### src/logic/issue_pkg.sv
`default_nettype none

package issue_pkg;

    // Datapath and tag widths
    localparam int XLEN = 32;
    localparam int TAG_W = 3;

    // Entries per reservation table
    localparam int TABLE_DEPTH = 4;

    // Multiplier pipeline depth
    localparam int MUL_STAGES = 3;

    // Operation code carried by the dispatch strobe
    typedef enum logic [3:0] {
        OP_ADD   = 4'h0,
        OP_SUB   = 4'h1,
        OP_AND   = 4'h2,
        OP_OR    = 4'h3,
        OP_XOR   = 4'h4,
        OP_SLL   = 4'h5,
        OP_SRL   = 4'h6,
        OP_SLT   = 4'h7,
        OP_MUL   = 4'h8,
        OP_MULH  = 4'h9,
        OP_MULHU = 4'ha
    } op_code_e;

    // Payload of the ALU table
    typedef enum logic [2:0] {
        ALU_ADD = 3'd0,
        ALU_SUB = 3'd1,
        ALU_AND = 3'd2,
        ALU_OR  = 3'd3,
        ALU_XOR = 3'd4,
        ALU_SLL = 3'd5,
        ALU_SRL = 3'd6,
        ALU_SLT = 3'd7
    } alu_op_e;

    // Payload of the multiply table
    typedef enum logic [1:0] {
        MUL_LO    = 2'd0,
        MUL_HI_SS = 2'd1,
        MUL_HI_UU = 2'd2
    } mul_op_e;

endpackage

`default_nettype wire

### src/logic/dispatch_decode.sv
`timescale 1ns/1ps
`default_nettype none

module dispatch_decode
    import issue_pkg::*;
(
    input  logic             clk,
    input  logic             rst,
    input  logic             disp_valid,
    input  op_code_e         disp_op,
    input  logic [TAG_W-1:0] disp_tag,
    input  logic             src1_ready,
    input  logic [TAG_W-1:0] src1_tag,
    input  logic [XLEN-1:0]  src1_value,
    input  logic             src2_ready,
    input  logic [TAG_W-1:0] src2_tag,
    input  logic [XLEN-1:0]  src2_value,
    input  logic             cdb_valid,
    input  logic [TAG_W-1:0] cdb_tag,
    input  logic [XLEN-1:0]  cdb_value,
    input  logic             alu_full,
    input  logic             mul_full,
    output logic             alu_write,
    output logic             mul_write,
    output alu_op_e          alu_op,
    output mul_op_e          mul_op,
    output logic [TAG_W-1:0] entry_tag,
    output logic             op1_ready,
    output logic [TAG_W-1:0] op1_tag,
    output logic [XLEN-1:0]  op1_value,
    output logic             op2_ready,
    output logic [TAG_W-1:0] op2_tag,
    output logic [XLEN-1:0]  op2_value
);

    logic legal;
    logic is_mul;
    logic fwd1;
    logic fwd2;

    // Table select and payload
    always_comb begin
        legal  = 1'b1;
        is_mul = 1'b0;
        alu_op = ALU_ADD;
        mul_op = MUL_LO;
        case (disp_op)
            OP_ADD:   alu_op = ALU_ADD;
            OP_SUB:   alu_op = ALU_SUB;
            OP_AND:   alu_op = ALU_AND;
            OP_OR:    alu_op = ALU_OR;
            OP_XOR:   alu_op = ALU_XOR;
            OP_SLL:   alu_op = ALU_SLL;
            OP_SRL:   alu_op = ALU_SRL;
            OP_SLT:   alu_op = ALU_SLT;
            OP_MUL: begin
                is_mul = 1'b1;
                mul_op = MUL_LO;
            end
            OP_MULH: begin
                is_mul = 1'b1;
                mul_op = MUL_HI_SS;
            end
            OP_MULHU: begin
                is_mul = 1'b1;
                mul_op = MUL_HI_UU;
            end
            default:  legal = 1'b0;
        endcase
    end

    assign alu_write = disp_valid && legal && !is_mul;
    assign mul_write = disp_valid && legal && is_mul;
    assign entry_tag = disp_tag;

    // A result on the bus this cycle would be missed by the table, so catch it here
    assign fwd1 = !src1_ready && cdb_valid && (src1_tag == cdb_tag);
    assign fwd2 = !src2_ready && cdb_valid && (src2_tag == cdb_tag);

    assign op1_ready = src1_ready || fwd1;
    assign op1_tag   = src1_tag;
    assign op1_value = fwd1 ? cdb_value : src1_value;
    assign op2_ready = src2_ready || fwd2;
    assign op2_tag   = src2_tag;
    assign op2_value = fwd2 ? cdb_value : src2_value;

    a_legal_op: assert property (@(posedge clk) disable iff (rst)
        disp_valid |-> legal);

    // Source has to honour dispatch_stall for the table it addresses
    a_no_dispatch_full: assert property (@(posedge clk) disable iff (rst)
        (alu_write |-> !alu_full) and (mul_write |-> !mul_full));

endmodule

`default_nettype wire

### src/logic/reservation_table.sv
`timescale 1ns/1ps
`default_nettype none

module reservation_table
    import issue_pkg::*;
#(
    parameter type payload_t = alu_op_e
) (
    input  logic             clk,
    input  logic             rst,
    input  logic             write,
    input  payload_t         payload_in,
    input  logic [TAG_W-1:0] tag_in,
    input  logic             op1_ready,
    input  logic [TAG_W-1:0] op1_tag,
    input  logic [XLEN-1:0]  op1_value,
    input  logic             op2_ready,
    input  logic [TAG_W-1:0] op2_tag,
    input  logic [XLEN-1:0]  op2_value,
    input  logic             cdb_valid,
    input  logic [TAG_W-1:0] cdb_tag,
    input  logic [XLEN-1:0]  cdb_value,
    input  logic             issue_enable,
    output logic             full,
    output logic             issue_valid,
    output payload_t         issue_payload,
    output logic [TAG_W-1:0] issue_tag,
    output logic [XLEN-1:0]  issue_a,
    output logic [XLEN-1:0]  issue_b
);

    localparam int IDX_W = $clog2(TABLE_DEPTH);

    logic [TABLE_DEPTH-1:0] busy;
    logic [TABLE_DEPTH-1:0] s1_rdy;
    logic [TABLE_DEPTH-1:0] s2_rdy;
    payload_t               payload [TABLE_DEPTH];
    logic [TAG_W-1:0]       tag     [TABLE_DEPTH];
    logic [TAG_W-1:0]       s1_tag  [TABLE_DEPTH];
    logic [TAG_W-1:0]       s2_tag  [TABLE_DEPTH];
    logic [XLEN-1:0]        s1_val  [TABLE_DEPTH];
    logic [XLEN-1:0]        s2_val  [TABLE_DEPTH];

    logic [IDX_W-1:0] free_idx;
    logic [IDX_W-1:0] sel_idx;
    logic             have_ready;
    logic             do_issue;

    assign full = &busy;

    // Lowest free slot and lowest ready entry from registered state
    always_comb begin
        free_idx   = '0;
        sel_idx    = '0;
        have_ready = 1'b0;
        for (int i = TABLE_DEPTH - 1; i >= 0; i--) begin
            if (!busy[i]) begin
                free_idx = IDX_W'(i);
            end
            if (busy[i] && s1_rdy[i] && s2_rdy[i]) begin
                sel_idx    = IDX_W'(i);
                have_ready = 1'b1;
            end
        end
    end

    assign do_issue = issue_enable && have_ready;

    always_ff @(posedge clk) begin
        if (rst) begin
            busy        <= '0;
            issue_valid <= 1'b0;
        end else begin
            issue_valid <= do_issue;
            if (do_issue) begin
                busy[sel_idx] <= 1'b0;
            end
            // A write never lands on the slot just issued, which was busy
            if (write) begin
                busy[free_idx] <= 1'b1;
            end
        end
    end

    always_ff @(posedge clk) begin
        // Wakeup from the bus
        for (int i = 0; i < TABLE_DEPTH; i++) begin
            if (cdb_valid && busy[i] && !s1_rdy[i] && s1_tag[i] == cdb_tag) begin
                s1_rdy[i] <= 1'b1;
                s1_val[i] <= cdb_value;
            end
            if (cdb_valid && busy[i] && !s2_rdy[i] && s2_tag[i] == cdb_tag) begin
                s2_rdy[i] <= 1'b1;
                s2_val[i] <= cdb_value;
            end
        end
        if (write) begin
            payload[free_idx] <= payload_in;
            tag[free_idx]     <= tag_in;
            s1_rdy[free_idx]  <= op1_ready;
            s1_tag[free_idx]  <= op1_tag;
            s1_val[free_idx]  <= op1_value;
            s2_rdy[free_idx]  <= op2_ready;
            s2_tag[free_idx]  <= op2_tag;
            s2_val[free_idx]  <= op2_value;
        end
        // Issue register
        if (do_issue) begin
            issue_payload <= payload[sel_idx];
            issue_tag     <= tag[sel_idx];
            issue_a       <= s1_val[sel_idx];
            issue_b       <= s2_val[sel_idx];
        end
    end

    a_no_write_full: assert property (@(posedge clk) disable iff (rst)
        write |-> !full);

endmodule

`default_nettype wire

### src/logic/alu_unit.sv
`timescale 1ns/1ps
`default_nettype none

module alu_unit
    import issue_pkg::*;
(
    input  logic             clk,
    input  logic             rst,
    input  logic             start,
    input  alu_op_e          op,
    input  logic [TAG_W-1:0] tag,
    input  logic [XLEN-1:0]  a,
    input  logic [XLEN-1:0]  b,
    output logic             done,
    output logic [TAG_W-1:0] done_tag,
    output logic [XLEN-1:0]  done_value
);

    logic [XLEN-1:0] result;
    logic [4:0]      shamt;

    assign shamt = b[4:0];

    always_comb begin
        result = '0;
        case (op)
            ALU_ADD: result = a + b;
            ALU_SUB: result = a - b;
            ALU_AND: result = a & b;
            ALU_OR:  result = a | b;
            ALU_XOR: result = a ^ b;
            ALU_SLL: result = a << shamt;
            ALU_SRL: result = a >> shamt;
            // Signed compare
            ALU_SLT: result = XLEN'($signed(a) < $signed(b));
            default: result = '0;
        endcase
    end

    always_ff @(posedge clk) begin
        if (rst) begin
            done <= 1'b0;
        end else begin
            done <= start;
        end
    end

    always_ff @(posedge clk) begin
        if (start) begin
            done_tag   <= tag;
            done_value <= result;
        end
    end

endmodule

`default_nettype wire

### src/logic/mul_unit.sv
`timescale 1ns/1ps
`default_nettype none

module mul_unit
    import issue_pkg::*;
(
    input  logic             clk,
    input  logic             rst,
    input  logic             start,
    input  mul_op_e          op,
    input  logic [TAG_W-1:0] tag,
    input  logic [XLEN-1:0]  a,
    input  logic [XLEN-1:0]  b,
    output logic             done,
    output logic [TAG_W-1:0] done_tag,
    output logic [XLEN-1:0]  done_value,
    output logic             slot_next
);

    // Index 0 is stage 1
    logic [MUL_STAGES-1:0] stage_valid;
    logic [TAG_W-1:0]      stage_tag [MUL_STAGES];
    // Last stage needs no op, the half is already picked
    mul_op_e               stage_op  [MUL_STAGES-1];

    logic signed [XLEN:0]  a_ext;
    logic signed [XLEN:0]  b_ext;
    logic [2*XLEN-1:0]     product;
    logic [XLEN-1:0]       result_q;
    logic                  zext;

    assign zext = (op == MUL_HI_UU);

    always_ff @(posedge clk) begin
        if (rst) begin
            stage_valid <= '0;
        end else begin
            stage_valid <= {stage_valid[MUL_STAGES-2:0], start};
        end
    end

    always_ff @(posedge clk) begin
        stage_tag[0] <= tag;
        stage_op[0]  <= op;
        for (int s = 1; s < MUL_STAGES; s++) begin
            stage_tag[s] <= stage_tag[s-1];
        end
        for (int s = 1; s < MUL_STAGES - 1; s++) begin
            stage_op[s] <= stage_op[s-1];
        end
        // Stage 1, one extra bit so MULHU shares the signed multiplier
        a_ext <= {zext ? 1'b0 : a[XLEN-1], a};
        b_ext <= {zext ? 1'b0 : b[XLEN-1], b};
        // Stage 2
        product <= a_ext * b_ext;
        // Stage 3
        result_q <= (stage_op[MUL_STAGES-2] == MUL_LO) ? product[XLEN-1:0]
                                                       : product[2*XLEN-1:XLEN];
    end

    assign done       = stage_valid[MUL_STAGES-1];
    assign done_tag   = stage_tag[MUL_STAGES-1];
    assign done_value = result_q;
    assign slot_next  = stage_valid[0];

endmodule

`default_nettype wire

### src/logic/writeback_bus.sv
`timescale 1ns/1ps
`default_nettype none

module writeback_bus
    import issue_pkg::*;
(
    input  logic             clk,
    input  logic             rst,
    input  logic             alu_done,
    input  logic [TAG_W-1:0] alu_tag,
    input  logic [XLEN-1:0]  alu_value,
    input  logic             mul_done,
    input  logic [TAG_W-1:0] mul_tag,
    input  logic [XLEN-1:0]  mul_value,
    input  logic             mul_slot_next,
    output logic             alu_grant,
    output logic             cdb_valid,
    output logic [TAG_W-1:0] cdb_tag,
    output logic [XLEN-1:0]  cdb_value
);

    // A multiply in stage 1 finishes in the same cycle as an ALU op issued now
    assign alu_grant = !mul_slot_next;

    always_ff @(posedge clk) begin
        if (rst) begin
            cdb_valid <= 1'b0;
        end else begin
            cdb_valid <= alu_done || mul_done;
        end
    end

    always_ff @(posedge clk) begin
        if (mul_done) begin
            cdb_tag   <= mul_tag;
            cdb_value <= mul_value;
        end else if (alu_done) begin
            cdb_tag   <= alu_tag;
            cdb_value <= alu_value;
        end
    end

    // Slot reservation has to keep the two units apart
    a_one_done: assert property (@(posedge clk) disable iff (rst)
        !(alu_done && mul_done));

endmodule

`default_nettype wire

### src/logic/issue_core.sv
`timescale 1ns/1ps
`default_nettype none

module issue_core
    import issue_pkg::*;
(
    input  logic             clk,
    input  logic             rst,
    input  logic             disp_valid,
    input  op_code_e         disp_op,
    input  logic [TAG_W-1:0] disp_tag,
    input  logic             src1_ready,
    input  logic [TAG_W-1:0] src1_tag,
    input  logic [XLEN-1:0]  src1_value,
    input  logic             src2_ready,
    input  logic [TAG_W-1:0] src2_tag,
    input  logic [XLEN-1:0]  src2_value,
    output logic             dispatch_stall,
    output logic             cdb_valid,
    output logic [TAG_W-1:0] cdb_tag,
    output logic [XLEN-1:0]  cdb_value
);

    // Decode to tables
    logic             alu_write;
    logic             mul_write;
    alu_op_e          dec_alu_op;
    mul_op_e          dec_mul_op;
    logic [TAG_W-1:0] entry_tag;
    logic             op1_ready;
    logic [TAG_W-1:0] op1_tag;
    logic [XLEN-1:0]  op1_value;
    logic             op2_ready;
    logic [TAG_W-1:0] op2_tag;
    logic [XLEN-1:0]  op2_value;
    logic             alu_full;
    logic             mul_full;

    // Tables to execute units
    logic             alu_issue;
    alu_op_e          alu_issue_op;
    logic [TAG_W-1:0] alu_issue_tag;
    logic [XLEN-1:0]  alu_a;
    logic [XLEN-1:0]  alu_b;
    logic             mul_issue;
    mul_op_e          mul_issue_op;
    logic [TAG_W-1:0] mul_issue_tag;
    logic [XLEN-1:0]  mul_a;
    logic [XLEN-1:0]  mul_b;

    // Execute units to the bus
    logic             alu_grant;
    logic             alu_done;
    logic [TAG_W-1:0] alu_done_tag;
    logic [XLEN-1:0]  alu_done_value;
    logic             mul_done;
    logic [TAG_W-1:0] mul_done_tag;
    logic [XLEN-1:0]  mul_done_value;
    logic             mul_slot_next;

    assign dispatch_stall = alu_full || mul_full;

    dispatch_decode decode_i (
        .clk        (clk),
        .rst        (rst),
        .disp_valid (disp_valid),
        .disp_op    (disp_op),
        .disp_tag   (disp_tag),
        .src1_ready (src1_ready),
        .src1_tag   (src1_tag),
        .src1_value (src1_value),
        .src2_ready (src2_ready),
        .src2_tag   (src2_tag),
        .src2_value (src2_value),
        .cdb_valid  (cdb_valid),
        .cdb_tag    (cdb_tag),
        .cdb_value  (cdb_value),
        .alu_full   (alu_full),
        .mul_full   (mul_full),
        .alu_write  (alu_write),
        .mul_write  (mul_write),
        .alu_op     (dec_alu_op),
        .mul_op     (dec_mul_op),
        .entry_tag  (entry_tag),
        .op1_ready  (op1_ready),
        .op1_tag    (op1_tag),
        .op1_value  (op1_value),
        .op2_ready  (op2_ready),
        .op2_tag    (op2_tag),
        .op2_value  (op2_value)
    );

    reservation_table #(.payload_t(alu_op_e)) alu_table_i (
        .clk           (clk),
        .rst           (rst),
        .write         (alu_write),
        .payload_in    (dec_alu_op),
        .tag_in        (entry_tag),
        .op1_ready     (op1_ready),
        .op1_tag       (op1_tag),
        .op1_value     (op1_value),
        .op2_ready     (op2_ready),
        .op2_tag       (op2_tag),
        .op2_value     (op2_value),
        .cdb_valid     (cdb_valid),
        .cdb_tag       (cdb_tag),
        .cdb_value     (cdb_value),
        .issue_enable  (alu_grant),
        .full          (alu_full),
        .issue_valid   (alu_issue),
        .issue_payload (alu_issue_op),
        .issue_tag     (alu_issue_tag),
        .issue_a       (alu_a),
        .issue_b       (alu_b)
    );

    // Multiplier is fully pipelined, so this table always issues
    reservation_table #(.payload_t(mul_op_e)) mul_table_i (
        .clk           (clk),
        .rst           (rst),
        .write         (mul_write),
        .payload_in    (dec_mul_op),
        .tag_in        (entry_tag),
        .op1_ready     (op1_ready),
        .op1_tag       (op1_tag),
        .op1_value     (op1_value),
        .op2_ready     (op2_ready),
        .op2_tag       (op2_tag),
        .op2_value     (op2_value),
        .cdb_valid     (cdb_valid),
        .cdb_tag       (cdb_tag),
        .cdb_value     (cdb_value),
        .issue_enable  (1'b1),
        .full          (mul_full),
        .issue_valid   (mul_issue),
        .issue_payload (mul_issue_op),
        .issue_tag     (mul_issue_tag),
        .issue_a       (mul_a),
        .issue_b       (mul_b)
    );

    alu_unit alu_i (
        .clk        (clk),
        .rst        (rst),
        .start      (alu_issue),
        .op         (alu_issue_op),
        .tag        (alu_issue_tag),
        .a          (alu_a),
        .b          (alu_b),
        .done       (alu_done),
        .done_tag   (alu_done_tag),
        .done_value (alu_done_value)
    );

    mul_unit mul_i (
        .clk        (clk),
        .rst        (rst),
        .start      (mul_issue),
        .op         (mul_issue_op),
        .tag        (mul_issue_tag),
        .a          (mul_a),
        .b          (mul_b),
        .done       (mul_done),
        .done_tag   (mul_done_tag),
        .done_value (mul_done_value),
        .slot_next  (mul_slot_next)
    );

    writeback_bus wb_i (
        .clk           (clk),
        .rst           (rst),
        .alu_done      (alu_done),
        .alu_tag       (alu_done_tag),
        .alu_value     (alu_done_value),
        .mul_done      (mul_done),
        .mul_tag       (mul_done_tag),
        .mul_value     (mul_done_value),
        .mul_slot_next (mul_slot_next),
        .alu_grant     (alu_grant),
        .cdb_valid     (cdb_valid),
        .cdb_tag       (cdb_tag),
        .cdb_value     (cdb_value)
    );

endmodule

`default_nettype wire

### config.mk
export PLATFORM = sky130hd
export DESIGN_NAME = issue_core
export DESIGN_NICKNAME = d
export VERILOG_FILES = /design/src/logic/issue_pkg.sv /design/src/logic/dispatch_decode.sv /design/src/logic/reservation_table.sv /design/src/logic/alu_unit.sv /design/src/logic/mul_unit.sv /design/src/logic/writeback_bus.sv /design/src/logic/issue_core.sv
export SDC_FILE = /design/constraint.sdc
export NUM_CORES = 2
export LEC_CHECK = 0
export BUFFER_PORTS_ARGS = -buffer_cell sky130_fd_sc_hd__buf_4
export CORE_MARGIN = 2
export CORE_UTILIZATION = 55
export CTS_CLUSTER_DIAMETER = 100
export DETAILED_ROUTE_END_ITERATION = 10
export GPL_TIMING_DRIVEN = 0
export PLACE_DENSITY = 0.79
export SYNTH_ARGS = -nofsm -noshare
export SYNTH_HDL_FRONTEND = slang
export SYNTH_SLANG_ARGS = --single-unit
export TNS_END_PERCENT = 100
### constraint.sdc
create_clock -name clk -period 24.2 [get_ports clk]
set_input_delay 3.63 -clock clk [delete_from_list [all_inputs] [get_ports clk]]
set_output_delay 3.63 -clock clk [all_outputs]
set_load 0.02 [all_outputs]
Word-level counts from Yosys, hierarchy flattened
Memory sizes are Yosys's and may differ from the RTL's. A register that Yosys moved wholly into a read port is not among the register bits.
Cells that the tools add are included.

operators by class
  add/sub/neg operators = 2
  multipliers = 1
  order comparisons = 9
  eq/ne operators = 36
  shift operators = 2
  mux-type cells = 110
  bitwise logic cells = 9
  reduce and logical (&&, ||, !) cells = 100

operators with widths
  operator            number
  $pmux 32 s8         1
  $mux 32             5
  $logic_and 1x1->1   68
  $mux 1              66
  $mul 33x33->64      1
  $eq 3x3->1          18
  $mux 4              10
  $add 32x32->32      1
  $and 32x32->32      1
  $lt 32x32->1        1
  $mux 2              16
  $or 32x32->32       1
  $shl 32x5->32       1
  $shr 32x5->32       1
  $sub 32x32->32      1
  $xor 32x32->32      1
  $pmux 3 s7          1
  $logic_not 1->1     20
  $bwmux 4            4
  $eq 4x3->1 const B  4
  $eq 3x3->1 const B  4
  $eq 4x4->1 const B  3
  $lt 2x3->1 const B  4
  $reduce_or 11->1    1
  other kinds (19)    35

storage, ports and cells
  flip-flop bits (word level) = 263
  RAM bits = 617
  bits of input ports = 82
  output and inout bits = 37
  logic and storage cells = 304
  memories kept = 14

memory list
  memory               words  width  read ports  clocked after memory_dff  write ports  RTL line                 RTL
  alu_table_i.s1_val   4      32     1           1                         5            reservation_table.sv:41  logic [XLEN-1:0] s1_val [TABLE_DEPTH];
  alu_table_i.s2_val   4      32     1           1                         5            reservation_table.sv:42  logic [XLEN-1:0] s2_val [TABLE_DEPTH];
  mul_table_i.s1_val   4      32     1           1                         5            reservation_table.sv:41
  mul_table_i.s2_val   4      32     1           1                         5            reservation_table.sv:42
  alu_table_i.payload  4      3      1           1                         1            reservation_table.sv:37  payload_t payload [TABLE_DEPTH];
  alu_table_i.s1_tag   4      3      4           0                         1            reservation_table.sv:39  logic [TAG_W-1:0] s1_tag [TABLE_DEPTH];
  +8 memories          n/a    n/a    n/a         n/a                       n/a          n/a

Longest topological paths before layout
  word-level depth = 16
  depth in mapped cells = 28
  mapped depth without buffers = 26

By module
Synthesis repeated with hierarchy kept, for this count alone.

unflattened totals
  cell total of the unflattened synthesis = 8401
  area total of the unflattened synthesis = 89429.5 um^2

modules (own cells, without submodules)
  module                            instances  cells each  area an instance (um^2)  sequential area each (um^2)
  mul_unit                          1          4364        42288.1                  3563.4
  reservation_table at alu_table_i  1          1319        17494.3                  11491.0
  reservation_table at mul_table_i  1          1310        17271.6                  11340.9
  alu_unit                          1          1229        9469.1                   1071.0
  writeback_bus                     1          78          1661.6                   1071.0
  dispatch_decode                   1          99          1234.9                   0.0
  issue_core                        1          2           10.0                     0.0

Least setup slack after synthesis
No wires, ideal clock.

  path kind = register to register
  start point = reg mul_i.a_ext[32]
  end point = reg mul_i.product[63]
  setup time = 121 ps
  data arrival time = 7449 ps
  data required time = 24079 ps
  setup slack = 16630 ps
  stages on the path, launching flop included = 26
  buffers on the path = 2
  clock period less this slack = 7570 ps
  path through = dfxtp_1 -> clkbuf_1 -> nand2_1 -> inv_1 -> fa_1 -> fa_1 -> fa_1 -> inv_1 -> fa_1 -> inv_1 -> fa_1 -> fa_1 -> fa_1 -> inv_1 -> fa_1 -> inv_1 -> ha_1 -> buf_1 -> a21o_1 -> a21o_1 -> a21oi_1 -> o211a_1 -> o22ai_1 -> a311oi_1 -> o21bai_1 -> xnor2_1

between the ends
  longest elaborated chain between the ends = 1

ends and longest elaborated chain
  item                    RTL line        RTL
  from (decl)             mul_unit.sv:26  logic signed [XLEN:0] a_ext;
  from (signal assigned)  mul_unit.sv:52  a_ext <= {zext ? 1'b0 : a[XLEN-1], a};
  $mul 33x33->64          mul_unit.sv:55  product <= a_ext * b_ext;
  to (signal assigned)    mul_unit.sv:55
  to (decl)               mul_unit.sv:28  logic [2*XLEN-1:0] product;

No other way between the ends.
A chain may end at the register's enable or synchronous reset.

Worst setup path after layout
  start point = reg mul_i.a_ext[13]
  end point = reg mul_i.product[63]

The elaborated chain is that of the path after synthesis.

==> results.md <==
- Outcome: finished, violations left
- Violated checks: max-capacitance violations, max-slew violations
- Detailed Routing Iterations Pass 1: 8
- Layout cells sized above 1: 12.7%
- Seq/Total Area, Yosys: 32.8%
- Mux contribution to synthesized area: 11.3%
- Synth top area share: 28.1%
- Gates resized, CTS repair: 0
- Post-synthesis xor/xnor area fraction: 1.38%
- Post-Route WL: 341,000 um
- Post-Synthesis Cells: 7,755
- FP Rows: 145
- Post-synthesis cell area: 87,000 sq um
- Slew headroom: -5.84%
- Compound-Gate Fraction of Synth Area: 7.12%
- Post-synthesis async set-or-reset flop share: 0%
- Final ANT Viol Nets: 0
- Commonest cells after routing, fill and taps aside: inv_1 (1,219), fa_1 (1,126), edfxtp_1 (813)
- Antenna violations before repair: 69
- Post-synth cell types: 88
- Starting Density: 55.5%
- Setup crit end kind: flop
- H-tree levels: 3
- Pins over their slew limit: 25
- First-pass GRT wire length: 483,000 um
- Pre-CTS WS: 14.07 ns
- Iter 0 DRT Violations: 9,115
- Crit Path Max Fanout: 10
- Synth Net Count: 9,273
- Die W: 402 um
- Max-cap violations: 5
- Main combinational cell family by area after synthesis: adder cells
- Startpoint Class: flop
- Final setup fails: 0
- DIE AREA: 161,000 sq um
- Tcrit/Tclk final: 43.3%
- Buffer count from post-CTS setup fixing: 0
- Wirelength per Cell: 33.5 um
- Simple-gate portion of the synthesized area: 9.67%
- PortBufs: 118
- Count of flip-flops with a built-in enable after synthesis: 813
- Die Y: 402 um
- Setup CP Type: reg2reg
- DR vias: 65,300
- PnR worst setup slack: 13.72 ns
- Clock Skews: 0.0642 ns
- Area Growth Syn to Fin: 8.65%
- Later-pin clock latency in the skew report: 0.74 ns
- Tot GR Track Use: 42.4%
- Unrepaired setup endpoints after global routing: no
- Worst Hold Class: reg2reg
- Total gr overflow: 0
- Clock sink count: 1,019
- Final #Nets: 9,520
- CTS Hold Buffers Added: 0
- FMAX: 95.4 MHz
- Worst Path Required: 24.86 ns
- Final Hold Vio Count: 0
- CTS tree: built
- Post-Route Setup TNS: 0 ns
- Synth top area cells: edfxtp_1 (28%), fa_1 (26%), mux2_2 (7.6%)
- Commonest non-fill, non-tap cell in the layout: inv_1
- HPWL Detailed: 267,000 um
- Number of remaining DRC errors: 0
- Largest net degree at the start of global routing: 54
- WP data arrival: 11.14 ns
- Avg Vias per Cell: 6.41
- Mean Syn Cell Area: 11.2 sq um
- Dpl cells: 9,959
- Post-layout util: 60.3%
- Number of top-level pins: 119
- Cts bufs inserted: 99
- GPL Wtd Cong: 1.07
- Post-synth top area cell: edfxtp_1
- Worst slew pin tran: 1.57 ns
- Adder-cell share of the synthesized area: 30.4%
- Min Tclk post-route: 10.48 ns
- Worst-path clk slew: 0.06 ns
- Post-synthesis sequential element count: 1,019
- Layout Cells excl Fill: 10,200
- Number of global-route vias before repair: 66,000
- Predominant post-synthesis flop cell: edfxtp_1
- Core Region: 157,000 sq um
- Clock buffer depth: 3
- CTS Root Cell: clkbuf_16
- Synth warn: 0
per-stage QoR:
stage,hold WS (ns),instance area (sq um)
2_1_floorplan,0.310,87000
3_3_place_gp,0.311,90500
3_5_place_dp,0.312,91000
4_1_cts,0.328,94400
5_1_grt,0.341,94500
6_report,0.325,94500
sequential cells by signal (all words and copies together), names as in the netlist, 9 cells and up:
register and cells:
mul_i.done_value 32, alu_table_i.issue_a 32, alu_table_i.s1_val 128, mul_table_i.tag 12
alu_table_i.s2_tag 12, alu_table_i.tag 12, wb_i.cdb_value 32, mul_table_i.s1_tag 12
mul_table_i.s2_tag 12, mul_i.a_ext 33, mul_table_i.issue_b 32, alu_i.done_value 32
alu_table_i.s2_val 128, mul_i.b_ext 33, mul_table_i.s1_val 128, mul_i.product 64
alu_table_i.issue_b 32, alu_table_i.payload 12, mul_i.stage_tag 9, alu_table_i.s1_tag 12
mul_table_i.issue_a 32, mul_table_i.s2_val 128
synthesized netlist by cell type (59+ instances only):
| master | number |
|---|---|
| xnor2_1 | 76 |
| a22oi_1 | 156 |
| and2_1 | 569 |
| nand2_1 | 634 |
| dfxtp_1 | 206 |
| fa_1 | 1127 |
| o21ai_0 | 240 |
| mux2i_1 | 179 |
| a21oi_1 | 205 |
| nor2_1 | 187 |
| mux4_2 | 59 |
| edfxtp_1 | 813 |
| inv_1 | 1219 |
| clkbuf_1 | 376 |
| mux2_2 | 585 |
| buf_1 | 65 |
| xor2_1 | 61 |
| ha_1 | 309 |
logic make-up after synthesis:
kind of cell    count (synthesis)
simple gates                 1684
flops                        1019
xor+xnor                      137
buf+inv                      1692
compound gates                955
mux                           832
fa+ha+maj                    1436
critical path, cell delays in order, from the launching register on:
cell,delay (ns)
dfxtp_1,1.17
clkbuf_1,1.05
and2_1,0.29
fa_1,0.43
fa_1,0.52
fa_1,0.52
inv_1,0.05
fa_1,0.47
fa_1,0.53
fa_1,0.56
inv_1,0.05
fa_1,0.49
inv_1,0.06
fa_1,0.48
inv_1,0.04
ha_1,0.39
nand4_1,0.22
or3_1,0.39
or3_1,0.41
a31oi_2,0.50
o21ai_1,0.30
o21bai_1,0.71
a311oi_1,0.39
o21bai_1,0.26
xnor2_1,0.13
path summary, 6_finish.rpt:
| path | endpoint | start | cells after the start | slack [ns] |
|---|---|---|---|---|
| setup / recovery | mul_i.product[63]$_DFF_P_ | mul_i.a_ext[13]$_DFF_P_ | 24 | 13.72 |
| hold / removal | mul_i.stage_tag[0][6]$_DFF_P_ | mul_i.stage_tag[0][3]$_DFF_P_ | 0 | 0.33 |
| setup reg to reg | mul_i.product[63]$_DFF_P_ | mul_i.a_ext[13]$_DFF_P_ | 24 | 13.72 |
| hold reg to reg | mul_i.stage_tag[0][6]$_DFF_P_ | mul_i.stage_tag[0][3]$_DFF_P_ | 0 | 0.33 |
area by class of cell:
cell class / instances / area, sq um
sequential: 1019 / 28500
multi-input combinational: 5044 / 52200
clock buffer: 146 / 2910
clock inverter: 42 / 489
antenna: 36 / 90.1
fill: 12600 / 62200
inverter: 1223 / 4590
buffer: 469 / 1840
timing repair buffer: 146 / 1300
tap: 2058 / 2570
metal layers:
layer  share of wire, %  wire length, um  track usage, %  up-vias
met2                 43           148000            63.1     4898
li1                   -                -               -    26100
met1                 36           123000            54.9    33200
met4                7.2            24600            23.6       38
met5              0.069              235               0        -
met3                 14            46200            13.9     1097
Power is not shown: default switching activity piles up to over one toggle a cycle in this logic, so the estimate is an artifact.
